$ cat src/source/z80_pkg.sv
`default_nettype none

package z80_pkg;

  // Register selector, one code per storage location
  typedef logic [4:0] reg_select_t;

  localparam reg_select_t REG_B  = 5'd0;
  localparam reg_select_t REG_C  = 5'd1;
  localparam reg_select_t REG_D  = 5'd2;
  localparam reg_select_t REG_E  = 5'd3;
  localparam reg_select_t REG_H  = 5'd4;
  localparam reg_select_t REG_L  = 5'd5;
  localparam reg_select_t REG_A  = 5'd7;
  localparam reg_select_t REG_BC = 5'd8;
  localparam reg_select_t REG_DE = 5'd9;
  localparam reg_select_t REG_HL = 5'd10;
  localparam reg_select_t REG_SP = 5'd11;
  localparam reg_select_t REG_AF = 5'd12;
  localparam reg_select_t REG_IX = 5'd13;
  localparam reg_select_t REG_IY = 5'd14;

  typedef enum logic [3:0] {
    OP_LOAD      = 4'd0,
    OP_READ      = 4'd1,
    OP_ALU       = 4'd2,
    OP_BLOCK_INC = 4'd3,
    OP_BLOCK_DEC = 4'd4,
    OP_BLOCK_CPI = 4'd5,
    OP_BLOCK_CPD = 4'd6,
    OP_EX_DE_HL  = 4'd7,
    OP_EX_AF     = 4'd8,
    OP_EXX       = 4'd9
  } cmd_op_t;

  typedef enum logic [1:0] {
    ALU_ADD = 2'd0,
    ALU_SUB = 2'd1,
    ALU_AND = 2'd2,
    ALU_XOR = 2'd3
  } alu_fn_t;

  // Bit positions in F
  localparam int FLAG_S  = 7;
  localparam int FLAG_Z  = 6;
  localparam int FLAG_5  = 5;
  localparam int FLAG_H  = 4;
  localparam int FLAG_3  = 3;
  localparam int FLAG_PV = 2;
  localparam int FLAG_N  = 1;
  localparam int FLAG_C  = 0;

  // Load and read commands
  typedef struct packed {
    cmd_op_t     op;
    reg_select_t sel;
    logic [2:0]  pad;
    logic [15:0] imm;
  } cmd_reg_t;

  // ALU commands, op stays in the top four bits
  typedef struct packed {
    cmd_op_t     op;
    alu_fn_t     fn;
    reg_select_t src_a;
    reg_select_t src_b;
    reg_select_t dest;
    logic [6:0]  pad;
  } cmd_alu_t;

  typedef union packed {
    cmd_reg_t regs;
    cmd_alu_t alu;
  } cmd_word_u;

endpackage

`default_nettype wire

$ cat src/source/z80_alu8.sv
`timescale 1ns/10ps
`default_nettype none

module z80_alu8 (
  input  z80_pkg::alu_fn_t fn,
  input  logic [7:0]       a,
  input  logic [7:0]       b,
  input  logic [7:0]       flags_in,
  output logic [7:0]       result,
  output logic [7:0]       flags_out
);

  logic [8:0] sum;
  logic [8:0] diff;
  logic       half_add;
  logic       half_sub;

  // Nine bits so the top bit is the carry or borrow
  assign sum = {1'b0, a} + {1'b0, b};
  assign diff = {1'b0, a} - {1'b0, b};
  assign half_add = ({1'b0, a[3:0]} + {1'b0, b[3:0]}) > 5'h0f;
  assign half_sub = a[3:0] < b[3:0];

  always_comb begin
    flags_out = flags_in;
    case (fn)
      z80_pkg::ALU_ADD: begin
        result = sum[7:0];
        flags_out[z80_pkg::FLAG_H] = half_add;
        flags_out[z80_pkg::FLAG_PV] = (a[7] == b[7]) && (sum[7] != a[7]);
        flags_out[z80_pkg::FLAG_N] = 1'b0;
        flags_out[z80_pkg::FLAG_C] = sum[8];
      end
      z80_pkg::ALU_SUB: begin
        result = diff[7:0];
        flags_out[z80_pkg::FLAG_H] = half_sub;
        // Overflow when operand signs differ and the sign of a flips
        flags_out[z80_pkg::FLAG_PV] = (a[7] != b[7]) && (diff[7] != a[7]);
        flags_out[z80_pkg::FLAG_N] = 1'b1;
        flags_out[z80_pkg::FLAG_C] = diff[8];
      end
      z80_pkg::ALU_AND: begin
        result = a & b;
        flags_out[z80_pkg::FLAG_H] = 1'b1;
        flags_out[z80_pkg::FLAG_PV] = ~^(a & b);
        flags_out[z80_pkg::FLAG_N] = 1'b0;
        flags_out[z80_pkg::FLAG_C] = 1'b0;
      end
      default: begin
        result = a ^ b;
        flags_out[z80_pkg::FLAG_H] = 1'b0;
        flags_out[z80_pkg::FLAG_PV] = ~^(a ^ b);
        flags_out[z80_pkg::FLAG_N] = 1'b0;
        flags_out[z80_pkg::FLAG_C] = 1'b0;
      end
    endcase
    flags_out[z80_pkg::FLAG_S] = result[7];
    flags_out[z80_pkg::FLAG_Z] = (result == 8'h00);
    // Undocumented bits follow the result
    flags_out[z80_pkg::FLAG_5] = result[5];
    flags_out[z80_pkg::FLAG_3] = result[3];
  end

endmodule

`default_nettype wire

$ cat src/source/z80_cmd_sequencer.sv
`timescale 1ns/10ps
`default_nettype none

module z80_cmd_sequencer (
  input  logic                 clk,
  input  logic                 reset,
  input  logic                 cmd_req,
  input  z80_pkg::cmd_word_u   cmd_word,
  input  logic [15:0]          rd_in,
  input  logic [7:0]           alu_result,
  input  logic [7:0]           alu_flags,
  output logic                 cmd_ack,
  output logic [15:0]          rd_data,
  output z80_pkg::alu_fn_t     alu_fn,
  output logic                 write_en,
  output z80_pkg::reg_select_t dest,
  output logic [15:0]          wr_data,
  output z80_pkg::reg_select_t src1,
  output z80_pkg::reg_select_t src2,
  output logic                 f_wr,
  output logic [7:0]           f_in,
  output logic                 block_inc,
  output logic                 block_dec,
  output logic                 block_compare,
  output logic                 ex_de_hl,
  output logic                 ex_af_af2,
  output logic                 exx
);

  typedef enum logic [1:0] {IDLE, EXEC, ACK} state_t;

  state_t             state;
  z80_pkg::cmd_word_u cmd_q;

  always_ff @(posedge clk or posedge reset) begin
    if (reset) begin
      state <= IDLE;
      rd_data <= 16'h0000;
    end else begin
      case (state)
        IDLE: if (cmd_req) state <= EXEC;
        EXEC: begin
          state <= ACK;
          if (cmd_q.regs.op == z80_pkg::OP_READ) rd_data <= rd_in;
        end
        // Hold until the host drops its request
        default: if (!cmd_req) state <= IDLE;
      endcase
    end
  end

  // Command is latched when a request is taken
  always_ff @(posedge clk) begin
    if (state == IDLE && cmd_req) cmd_q <= cmd_word;
  end

  assign cmd_ack = (state == ACK);
  assign alu_fn = cmd_q.alu.fn;

  always_comb begin
    write_en = 1'b0;
    dest = z80_pkg::REG_B;
    wr_data = 16'h0000;
    src1 = z80_pkg::REG_B;
    src2 = z80_pkg::REG_B;
    f_wr = 1'b0;
    f_in = alu_flags;
    block_inc = 1'b0;
    block_dec = 1'b0;
    block_compare = 1'b0;
    ex_de_hl = 1'b0;
    ex_af_af2 = 1'b0;
    exx = 1'b0;
    if (state == EXEC) begin
      case (cmd_q.regs.op)
        z80_pkg::OP_LOAD: begin
          write_en = 1'b1;
          dest = cmd_q.regs.sel;
          wr_data = cmd_q.regs.imm;
        end
        z80_pkg::OP_READ: src1 = cmd_q.regs.sel;
        z80_pkg::OP_ALU: begin
          src1 = cmd_q.alu.src_a;
          src2 = cmd_q.alu.src_b;
          write_en = 1'b1;
          dest = cmd_q.alu.dest;
          wr_data = {8'h00, alu_result};
          f_wr = 1'b1;
        end
        z80_pkg::OP_BLOCK_INC: block_inc = 1'b1;
        z80_pkg::OP_BLOCK_DEC: block_dec = 1'b1;
        z80_pkg::OP_BLOCK_CPI: begin
          block_inc = 1'b1;
          block_compare = 1'b1;
        end
        z80_pkg::OP_BLOCK_CPD: begin
          block_dec = 1'b1;
          block_compare = 1'b1;
        end
        z80_pkg::OP_EX_DE_HL: ex_de_hl = 1'b1;
        z80_pkg::OP_EX_AF: ex_af_af2 = 1'b1;
        z80_pkg::OP_EXX: exx = 1'b1;
        default: ;
      endcase
    end
  end

endmodule

`default_nettype wire

$ cat src/source/z80_datapath.sv
`timescale 1ns/10ps
`default_nettype none

module z80_datapath (
  input  logic               clk,
  input  logic               reset,
  input  logic               cmd_req,
  input  z80_pkg::cmd_word_u cmd_word,
  output logic               cmd_ack,
  output logic [15:0]        rd_data,
  output logic [7:0]         flags
);

  logic                 write_en;
  z80_pkg::reg_select_t dest;
  logic [15:0]          wr_data;
  z80_pkg::reg_select_t src1;
  z80_pkg::reg_select_t src2;
  logic                 f_wr;
  logic [7:0]           f_in;
  logic                 block_inc;
  logic                 block_dec;
  logic                 block_compare;
  logic                 ex_de_hl;
  logic                 ex_af_af2;
  logic                 exx;
  logic [15:0]          out1;
  logic [15:0]          out2;
  z80_pkg::alu_fn_t     alu_fn;
  logic [7:0]           alu_result;
  logic [7:0]           alu_flags;

  z80_cmd_sequencer u_seq (
    .clk(clk), .reset(reset), .cmd_req(cmd_req), .cmd_word(cmd_word),
    .rd_in(out1), .alu_result(alu_result), .alu_flags(alu_flags),
    .cmd_ack(cmd_ack), .rd_data(rd_data), .alu_fn(alu_fn),
    .write_en(write_en), .dest(dest), .wr_data(wr_data), .src1(src1), .src2(src2),
    .f_wr(f_wr), .f_in(f_in), .block_inc(block_inc), .block_dec(block_dec),
    .block_compare(block_compare), .ex_de_hl(ex_de_hl), .ex_af_af2(ex_af_af2), .exx(exx)
  );

  // F goes straight out to the host and back into the ALU
  z80_registers u_regs (
    .clk(clk), .reset(reset), .write_en(write_en), .dest(dest), .wr_data(wr_data),
    .src1(src1), .src2(src2), .f_in(f_in), .f_wr(f_wr), .block_inc(block_inc),
    .block_dec(block_dec), .block_compare(block_compare), .ex_de_hl(ex_de_hl),
    .ex_af_af2(ex_af_af2), .exx(exx), .out1(out1), .out2(out2), .reg_f(flags)
  );

  z80_alu8 u_alu (
    .fn(alu_fn), .a(out1[7:0]), .b(out2[7:0]), .flags_in(flags),
    .result(alu_result), .flags_out(alu_flags)
  );

endmodule

`default_nettype wire

$ cat src/source/z80_registers.sv
`timescale 1ns/10ps
`default_nettype none

module z80_registers (
  input  logic                 clk,
  input  logic                 reset,
  input  logic                 write_en,
  input  z80_pkg::reg_select_t dest,
  input  logic [15:0]          wr_data,
  input  z80_pkg::reg_select_t src1,
  input  z80_pkg::reg_select_t src2,
  input  logic [7:0]           f_in,
  input  logic                 f_wr,
  input  logic                 block_inc,
  input  logic                 block_dec,
  input  logic                 block_compare,
  input  logic                 ex_de_hl,
  input  logic                 ex_af_af2,
  input  logic                 exx,
  output logic [15:0]          out1,
  output logic [15:0]          out2,
  output logic [7:0]           reg_f
);

  // Main set
  logic [15:0] af, bc, de, hl;
  // Shadow set
  logic [15:0] af2, bc2, de2, hl2;
  logic [15:0] ix, iy, sp;

  logic        writing_af;
  logic        do_f_wr;
  logic        do_write;
  logic        do_inc;
  logic        do_dec;
  logic        do_ex_de_hl;
  logic        do_ex_af;
  logic        do_exx;
  logic [15:0] new_bc;
  logic [7:0]  blk_flags;

  function automatic logic [15:0] read_sel(input z80_pkg::reg_select_t sel);
    logic [15:0] v;
    v = 16'h0000;
    case (sel)
      z80_pkg::REG_A:  v[7:0] = af[15:8];
      z80_pkg::REG_B:  v[7:0] = bc[15:8];
      z80_pkg::REG_C:  v[7:0] = bc[7:0];
      z80_pkg::REG_D:  v[7:0] = de[15:8];
      z80_pkg::REG_E:  v[7:0] = de[7:0];
      z80_pkg::REG_H:  v[7:0] = hl[15:8];
      z80_pkg::REG_L:  v[7:0] = hl[7:0];
      z80_pkg::REG_BC: v = bc;
      z80_pkg::REG_DE: v = de;
      z80_pkg::REG_HL: v = hl;
      z80_pkg::REG_SP: v = sp;
      z80_pkg::REG_AF: v = af;
      z80_pkg::REG_IX: v = ix;
      z80_pkg::REG_IY: v = iy;
      default:         v = 16'h0000;
    endcase
    return v;
  endfunction

  always_comb begin
    out1 = read_sel(src1);
    out2 = read_sel(src2);
  end

  assign reg_f = af[7:0];

  // A write to AF takes the flag byte itself
  assign writing_af = write_en && (dest == z80_pkg::REG_AF);

  // Each method only fires when no conflicting method is requested
  assign do_f_wr = f_wr && !block_inc && !block_dec && !writing_af && !ex_af_af2;
  assign do_write = write_en && !block_inc && !block_dec && !ex_de_hl && !ex_af_af2 && !exx;
  assign do_inc = block_inc && !write_en && !block_dec && !ex_de_hl && !ex_af_af2 &&
                  !exx && !f_wr;
  assign do_dec = block_dec && !write_en && !block_inc && !ex_de_hl && !ex_af_af2 &&
                  !exx && !f_wr;
  assign do_ex_de_hl = ex_de_hl && !write_en && !block_inc && !block_dec && !ex_af_af2 &&
                       !exx;
  assign do_ex_af = ex_af_af2 && !write_en && !block_inc && !block_dec && !ex_de_hl &&
                    !exx && !f_wr;
  assign do_exx = exx && !write_en && !block_inc && !block_dec && !ex_de_hl && !ex_af_af2;

  // Flags after a block step, PV tracks a nonzero count
  always_comb begin
    new_bc = bc - 16'd1;
    blk_flags = af[7:0];
    blk_flags[z80_pkg::FLAG_PV] = (new_bc != 16'h0000);
    if (!block_compare) begin
      blk_flags[z80_pkg::FLAG_H] = 1'b0;
      blk_flags[z80_pkg::FLAG_N] = 1'b0;
    end
  end

  always_ff @(posedge clk or posedge reset) begin
    if (reset) begin
      af <= 16'h0000;
      bc <= 16'h0000;
      de <= 16'h0000;
      hl <= 16'h0000;
      af2 <= 16'h0000;
      bc2 <= 16'h0000;
      de2 <= 16'h0000;
      hl2 <= 16'h0000;
      ix <= 16'h0000;
      iy <= 16'h0000;
      sp <= 16'h0000;
    end else begin
      if (do_f_wr) begin
        af[7:0] <= f_in;
      end
      if (do_write) begin
        case (dest)
          z80_pkg::REG_A:  af[15:8] <= wr_data[7:0];
          z80_pkg::REG_B:  bc[15:8] <= wr_data[7:0];
          z80_pkg::REG_C:  bc[7:0] <= wr_data[7:0];
          z80_pkg::REG_D:  de[15:8] <= wr_data[7:0];
          z80_pkg::REG_E:  de[7:0] <= wr_data[7:0];
          z80_pkg::REG_H:  hl[15:8] <= wr_data[7:0];
          z80_pkg::REG_L:  hl[7:0] <= wr_data[7:0];
          z80_pkg::REG_BC: bc <= wr_data;
          z80_pkg::REG_DE: de <= wr_data;
          z80_pkg::REG_HL: hl <= wr_data;
          z80_pkg::REG_SP: sp <= wr_data;
          z80_pkg::REG_AF: af <= wr_data;
          z80_pkg::REG_IX: ix <= wr_data;
          z80_pkg::REG_IY: iy <= wr_data;
          default: ;
        endcase
      end else if (do_inc || do_dec) begin
        // CPI and CPD leave DE alone
        if (!block_compare) begin
          de <= do_inc ? de + 16'd1 : de - 16'd1;
        end
        hl <= do_inc ? hl + 16'd1 : hl - 16'd1;
        bc <= new_bc;
        af[7:0] <= blk_flags;
      end else if (do_ex_de_hl) begin
        de <= hl;
        hl <= de;
      end else if (do_ex_af) begin
        af <= af2;
        af2 <= af;
      end else if (do_exx) begin
        bc <= bc2;
        de <= de2;
        hl <= hl2;
        bc2 <= bc;
        de2 <= de;
        hl2 <= hl;
      end
    end
  end

endmodule

`default_nettype wire

$ cat config.mk
export PLATFORM = sky130hd
export DESIGN_NAME = z80_datapath
export DESIGN_NICKNAME = d
export VERILOG_FILES = /design/src/source/z80_pkg.sv /design/src/source/z80_alu8.sv /design/src/source/z80_cmd_sequencer.sv /design/src/source/z80_datapath.sv /design/src/source/z80_registers.sv
export SDC_FILE = /design/constraint.sdc
export NUM_CORES = 1
export LEC_CHECK = 0
export CAP_MARGIN = 5
export CELL_PAD_IN_SITES_DETAIL_PLACEMENT = 1
export CELL_PAD_IN_SITES_GLOBAL_PLACEMENT = 2
export CORE_AREA = 2 2 194 196
export CTS_CLUSTER_DIAMETER = 100
export DETAILED_ROUTE_END_ITERATION = 7
export DIE_AREA = 0 0 196 198
export DONT_BUFFER_PORTS = 1
export GPL_TIMING_DRIVEN = 0
export PLACE_DENSITY_LB_ADDON = 0.05
export SLEW_MARGIN = 20
export SYNTH_ARGS = -nofsm -noshare
export SYNTH_HDL_FRONTEND = slang
export SYNTH_SLANG_ARGS = --single-unit
$ cat constraint.sdc
create_clock -name clk -period 7.7 [get_ports clk]
set_clock_uncertainty 0.1 [all_clocks]
set_input_delay 1.54 -clock clk [delete_from_list [all_inputs] [get_ports clk]]
set_output_delay 1.54 -clock clk [all_outputs]
set_load 0.05 [all_outputs]
==> flow_summary.json <==
{
  "yosys_cell_types": 103,
  "path_clk_slew_ps": 60,
  "p_leak_nw": 6.686,
  "yosys_warnings": 0,
  "cts_hold_buffers": 0,
  "syn_avg_cell_area_um2": 8.884,
  "r2r-start": "u_seq.cmd_q[24]",
  "timing.final.setup_violations": 0,
  "numPortBuffers": 0,
  "cts-root-buf": "sky130_fd_sc_hd__clkbuf_16",
  "regToRegEndpoint": "u_regs.ix[7]",
  "cts.repair_timing.setup_buffer_count": 0,
  "async_flop_share_pct": 87.39,
  "drtPass1Iterations": 6,
  "h-tree-depth": 1,
  "hold_viol": 0,
  "worst_setup_path_start_kind": "flip-flop",
  "worst_relative_slew_slack_pct": 21.75,
  "wire_length_of_the_first_global_routing_pass_um": 100300,
  "wire_length_after_detailed_routing_um": 67930,
  "number_of_antenna_violations_at_the_first_check_in_global_routing": 3,
  "crit_arrival_ps": 7690,
  "groute.usage.overall_pct": 35.31,
  "layout.cells.non_filler": 2203,
  "timing.hold.worst.class": "flip-flop to flip-flop",
  "place.detailed.hpwl_um": 52280,
  "syn-cell-area_um2": 14850,
  "run_status": "completed",
  "post-route-cell-area_um2": 16470,
  "routedWlPerCell_um": 30.84,
  "overflow": 0,
  "initialDrtViolationCount": 1226,
  "max_slew.worst_pin.slew_ps": 1174,
  "critical_path_class": "flip-flop to flip-flop",
  "crit_path_end_kind": "flip-flop",
  "ir_worst_vdd_v": 0.0001795,
  "drive_gt1_share_pct": 11.69,
  "core_region_area_um2": 36960,
  "cts_buffers": 27,
  "drc": 0,
  "vias_per_cell": 6.549,
  "power.density_nw_per_um2": 416.7,
  "timing.hold.worst.start": "u_regs.sp[12]",
  "floorplan.die.width_um": 196,
  "tns_setup_ps": 0,
  "clock_insertion_delay_worst_skew_ps": 570,
  "clkSinkCount": 222,
  "cts_tree": "done",
  "vias": 14428,
  "yosysSeqAreaShare_pct": 38.36,
  "crit_family": "compound AO/OA/AOI/OAI gates",
  "highest_clock_rate_mhz": 136.6,
  "grt_start_max_net_pins": 70,
  "dp_slack_ps": 162.9,
  "finalWorstPathRequiredPeriod_ps": 7323,
  "hold_path_depth": 2,
  "synth_fp_nets": 1755,
  "pin_count": 56,
  "dieHeight_um": 198,
  "nNetsFinal": 1792,
  "clock_path_buffers": 3,
  "post_synth_inst_count": 1671,
  "slew_violations": 0,
  "count_of_flip_flops_with_a_built_in_enable_after_synthesis": 28,
  "min_period_over_period_pct": 95.11,
  "fp-row-count": 71,
  "drv_cap": 0,
  "ant_nets": 0,
  "placedCellCount": 2153,
  "dominantRegCellSynth": "sky130_fd_sc_hd__dfrtp_1",
  "timing.reg2reg.worst_path_depth": 23,
  "dpl_cell_area_um2": 15580,
  "initial_core_util_pct": 40.17,
  "rsz0062_at_grt": "no",
  "worstPathRequired_ps": 8070,
  "first_global_vias": 14726,
  "critical-path-slowest-cell": "sky130_fd_sc_hd__nand2_1",
  "crit_path_largest_cell_delay_ps": 610,
  "crit_start": "u_seq.cmd_q[24]",
  "crit_path_cell_trace": "buf_2 > clkbuf_1 > nand4b_1 > a21oi_1 > and3_1 > clkbuf_1 > clkbuf_1 > a222oi_1 > nand3_1 > a221oi_1 > nand3_1 > ha_1 > o21a_1 > o31a_1 > o21ai_0 > a21oi_1 > o21ai_0 > a311oi_1 > nor3_1 > a21oi_1 > o221ai_1 > nand2_1 > o21ai_0",
  "postSynthRegisterBits": 222,
  "timing.hold.worst_endpoint": "u_regs.sp[12]",
  "dieArea_um2": 38810,
  "path_max_fanout": 10,
  "gp_congestion": 0.9662,
  "area_delta_synth_final_pct": 10.95,
  "setup_slack_ps": 376.8,
  "regToRegSetupSlack_ps": 380,
  "critical_path_buf_inv_count": 4
}
[flip-flops by register name, summed over array words and instances (netlist names)]
name / count
u_seq.state: 2
u_regs.bc: 16
u_regs.af2: 16
u_regs.de: 16
u_regs.hl: 16
u_seq.cmd_q: 28
u_regs.sp: 16
u_seq.rd_data: 16
u_regs.bc2: 16
u_regs.af: 16
u_regs.de2: 16
u_regs.hl2: 16
u_regs.ix: 16
u_regs.iy: 16
[repair_timing]
item / CTS / global route
setup endpoints to repair: 0 / 7
hold endpoints to repair: 0 / 0
gates resized for setup: 0 / 2
[synth_stat cells, types with 10 or more instances]
master | instances | share of area [%]
sky130_fd_sc_hd__inv_1 | 39 | 0.99
sky130_fd_sc_hd__dfrtp_1 | 194 | 33
sky130_fd_sc_hd__o211ai_1 | 20 | 1.0
sky130_fd_sc_hd__mux2i_1 | 16 | 1.1
sky130_fd_sc_hd__nand2b_1 | 11 | 0.46
sky130_fd_sc_hd__a21o_1 | 16 | 0.81
sky130_fd_sc_hd__o22ai_1 | 10 | 0.42
sky130_fd_sc_hd__xor2_1 | 17 | 1.0
sky130_fd_sc_hd__a22oi_1 | 28 | 1.4
sky130_fd_sc_hd__o21ai_0 | 108 | 3.6
sky130_fd_sc_hd__a222oi_1 | 34 | 2.3
sky130_fd_sc_hd__xnor2_1 | 43 | 2.5
sky130_fd_sc_hd__a31oi_1 | 55 | 2.3
sky130_fd_sc_hd__clkbuf_1 | 83 | 2.1
sky130_fd_sc_hd__nor3_1 | 40 | 1.3
sky130_fd_sc_hd__or3_1 | 13 | 0.55
sky130_fd_sc_hd__edfxtp_1 | 28 | 5.7
sky130_fd_sc_hd__and3_1 | 12 | 0.51
sky130_fd_sc_hd__a211oi_1 | 14 | 0.71
sky130_fd_sc_hd__o21a_1 | 11 | 0.56
sky130_fd_sc_hd__nand2_1 | 230 | 5.8
sky130_fd_sc_hd__a21oi_1 | 110 | 3.7
sky130_fd_sc_hd__nor2b_1 | 13 | 0.55
sky130_fd_sc_hd__a221oi_1 | 22 | 1.3
sky130_fd_sc_hd__nand3_1 | 49 | 1.7
sky130_fd_sc_hd__nor2_1 | 133 | 3.4
sky130_fd_sc_hd__mux2_2 | 74 | 5.6
sky130_fd_sc_hd__buf_4 | 10 | 0.51
sky130_fd_sc_hd__ha_1 | 50 | 4.2
[layer usage]
metal | up-vias | share of wire, % | routed length, um | global-route usage (%)
met5 | - | 0 | 0 | 0
met4 | 0 | 5.8 | 3964 | 18.35
met3 | 171 | 7.4 | 4998 | 5.979
met2 | 623 | 46 | 31410 | 57.91
met1 | 7332 | 41 | 27560 | 44.88
li1 | 6302 | - | - | -
[layout by cell type, fill, tap and decap left out, types with 28 or more instances in the layout]
cell type                  Yosys  routed
sky130_fd_sc_hd__nand2_1     230     230
sky130_fd_sc_hd__dfrtp_1     194     194
sky130_fd_sc_hd__nor2_1      133     133
sky130_fd_sc_hd__a21oi_1     110     110
sky130_fd_sc_hd__o21ai_0     108     108
sky130_fd_sc_hd__clkbuf_1     83      93
sky130_fd_sc_hd__mux2_2       74      74
sky130_fd_sc_hd__a31oi_1      55      55
sky130_fd_sc_hd__ha_1         50      50
sky130_fd_sc_hd__nand3_1      49      48
sky130_fd_sc_hd__xnor2_1      43      43
sky130_fd_sc_hd__nor3_1       40      39
sky130_fd_sc_hd__inv_1        39      38
sky130_fd_sc_hd__a222oi_1     34      34
sky130_fd_sc_hd__edfxtp_1     28      28
[logic make-up after synthesis]
kind of cell	after synthesis	share of synthesized area, %
and+or+nand+nor	567	17.94
AOI/OAI and AO/OA	522	24.24
DFF	222	38.36
buffers and inverters	156	4.450
muxes	91	6.844
xor gates and xnor gates	60	3.540
adders and majority gates	53	4.619
[per-stage QoR]
stage / util [%] / power [W] / hold slack, ps
final: 44.57 / 0.006863 / 379.4
after global routing: 44.56 / 0.007266 / 411.8
after CTS: 44.52 / 0.006826 / 385.3
after detailed placement: 42.16 / 0.005508 / 372.2
after global placement: 41.78 / 0.005414 / 365.5
after floorplan: - / 0.004286 / 348.8
[worst reg2reg max path: stages, from the launching register on]
cell and delay, ps:
sky130_fd_sc_hd__edfxtp_1 370, sky130_fd_sc_hd__buf_2 210, sky130_fd_sc_hd__clkbuf_1 420, sky130_fd_sc_hd__nand4b_1 210
sky130_fd_sc_hd__a21oi_1 160, sky130_fd_sc_hd__and3_1 220, sky130_fd_sc_hd__clkbuf_1 190, sky130_fd_sc_hd__clkbuf_1 290
sky130_fd_sc_hd__a222oi_1 420, sky130_fd_sc_hd__nand3_1 120, sky130_fd_sc_hd__a221oi_1 440, sky130_fd_sc_hd__nand3_1 400
sky130_fd_sc_hd__ha_1 520, sky130_fd_sc_hd__o21a_1 210, sky130_fd_sc_hd__o31a_1 120, sky130_fd_sc_hd__o21ai_0 300
sky130_fd_sc_hd__a21oi_1 120, sky130_fd_sc_hd__o21ai_0 340, sky130_fd_sc_hd__a311oi_1 160, sky130_fd_sc_hd__nor3_1 380
sky130_fd_sc_hd__a21oi_1 140, sky130_fd_sc_hd__o221ai_1 410, sky130_fd_sc_hd__nand2_1 610, sky130_fd_sc_hd__o21ai_0 380
[report_power, final]
part           internal, W  switching (W)  total, W  leakage, nW
logic              0.00132        0.00215   0.00346         3.44
registers          0.00150       0.000603   0.00211         2.82
clock network     0.000761       0.000533   0.00129        0.426
[worst max path at each step]
stage / cells after the start / slack [ps] / to
final: 23 / 380 / u_regs.ix[7]
after global routing: 21 / 120 / u_regs.ix[7]
after CTS: 21 / 120 / u_regs.ix[7]
after detailed placement: 21 / 160 / u_regs.ix[7]
after global placement: 1 / -2040 / u_seq.rd_data[14]
after floorplan: 1 / 780 / u_regs.af2[0]
[cell type report]
class,instances,area (um2)
antenna,1,2.502
timing repair buffer,8,115.1
tap,474,593.1
fill,4310,20480
sequential,222,5695
inverter,42,168.9
buffer,114,499.2
clock buffer,42,782.0
multi-input combinational,1293,8522
clock inverter,7,92.59
No activity file was read; power rests on OpenSTA's default activity.
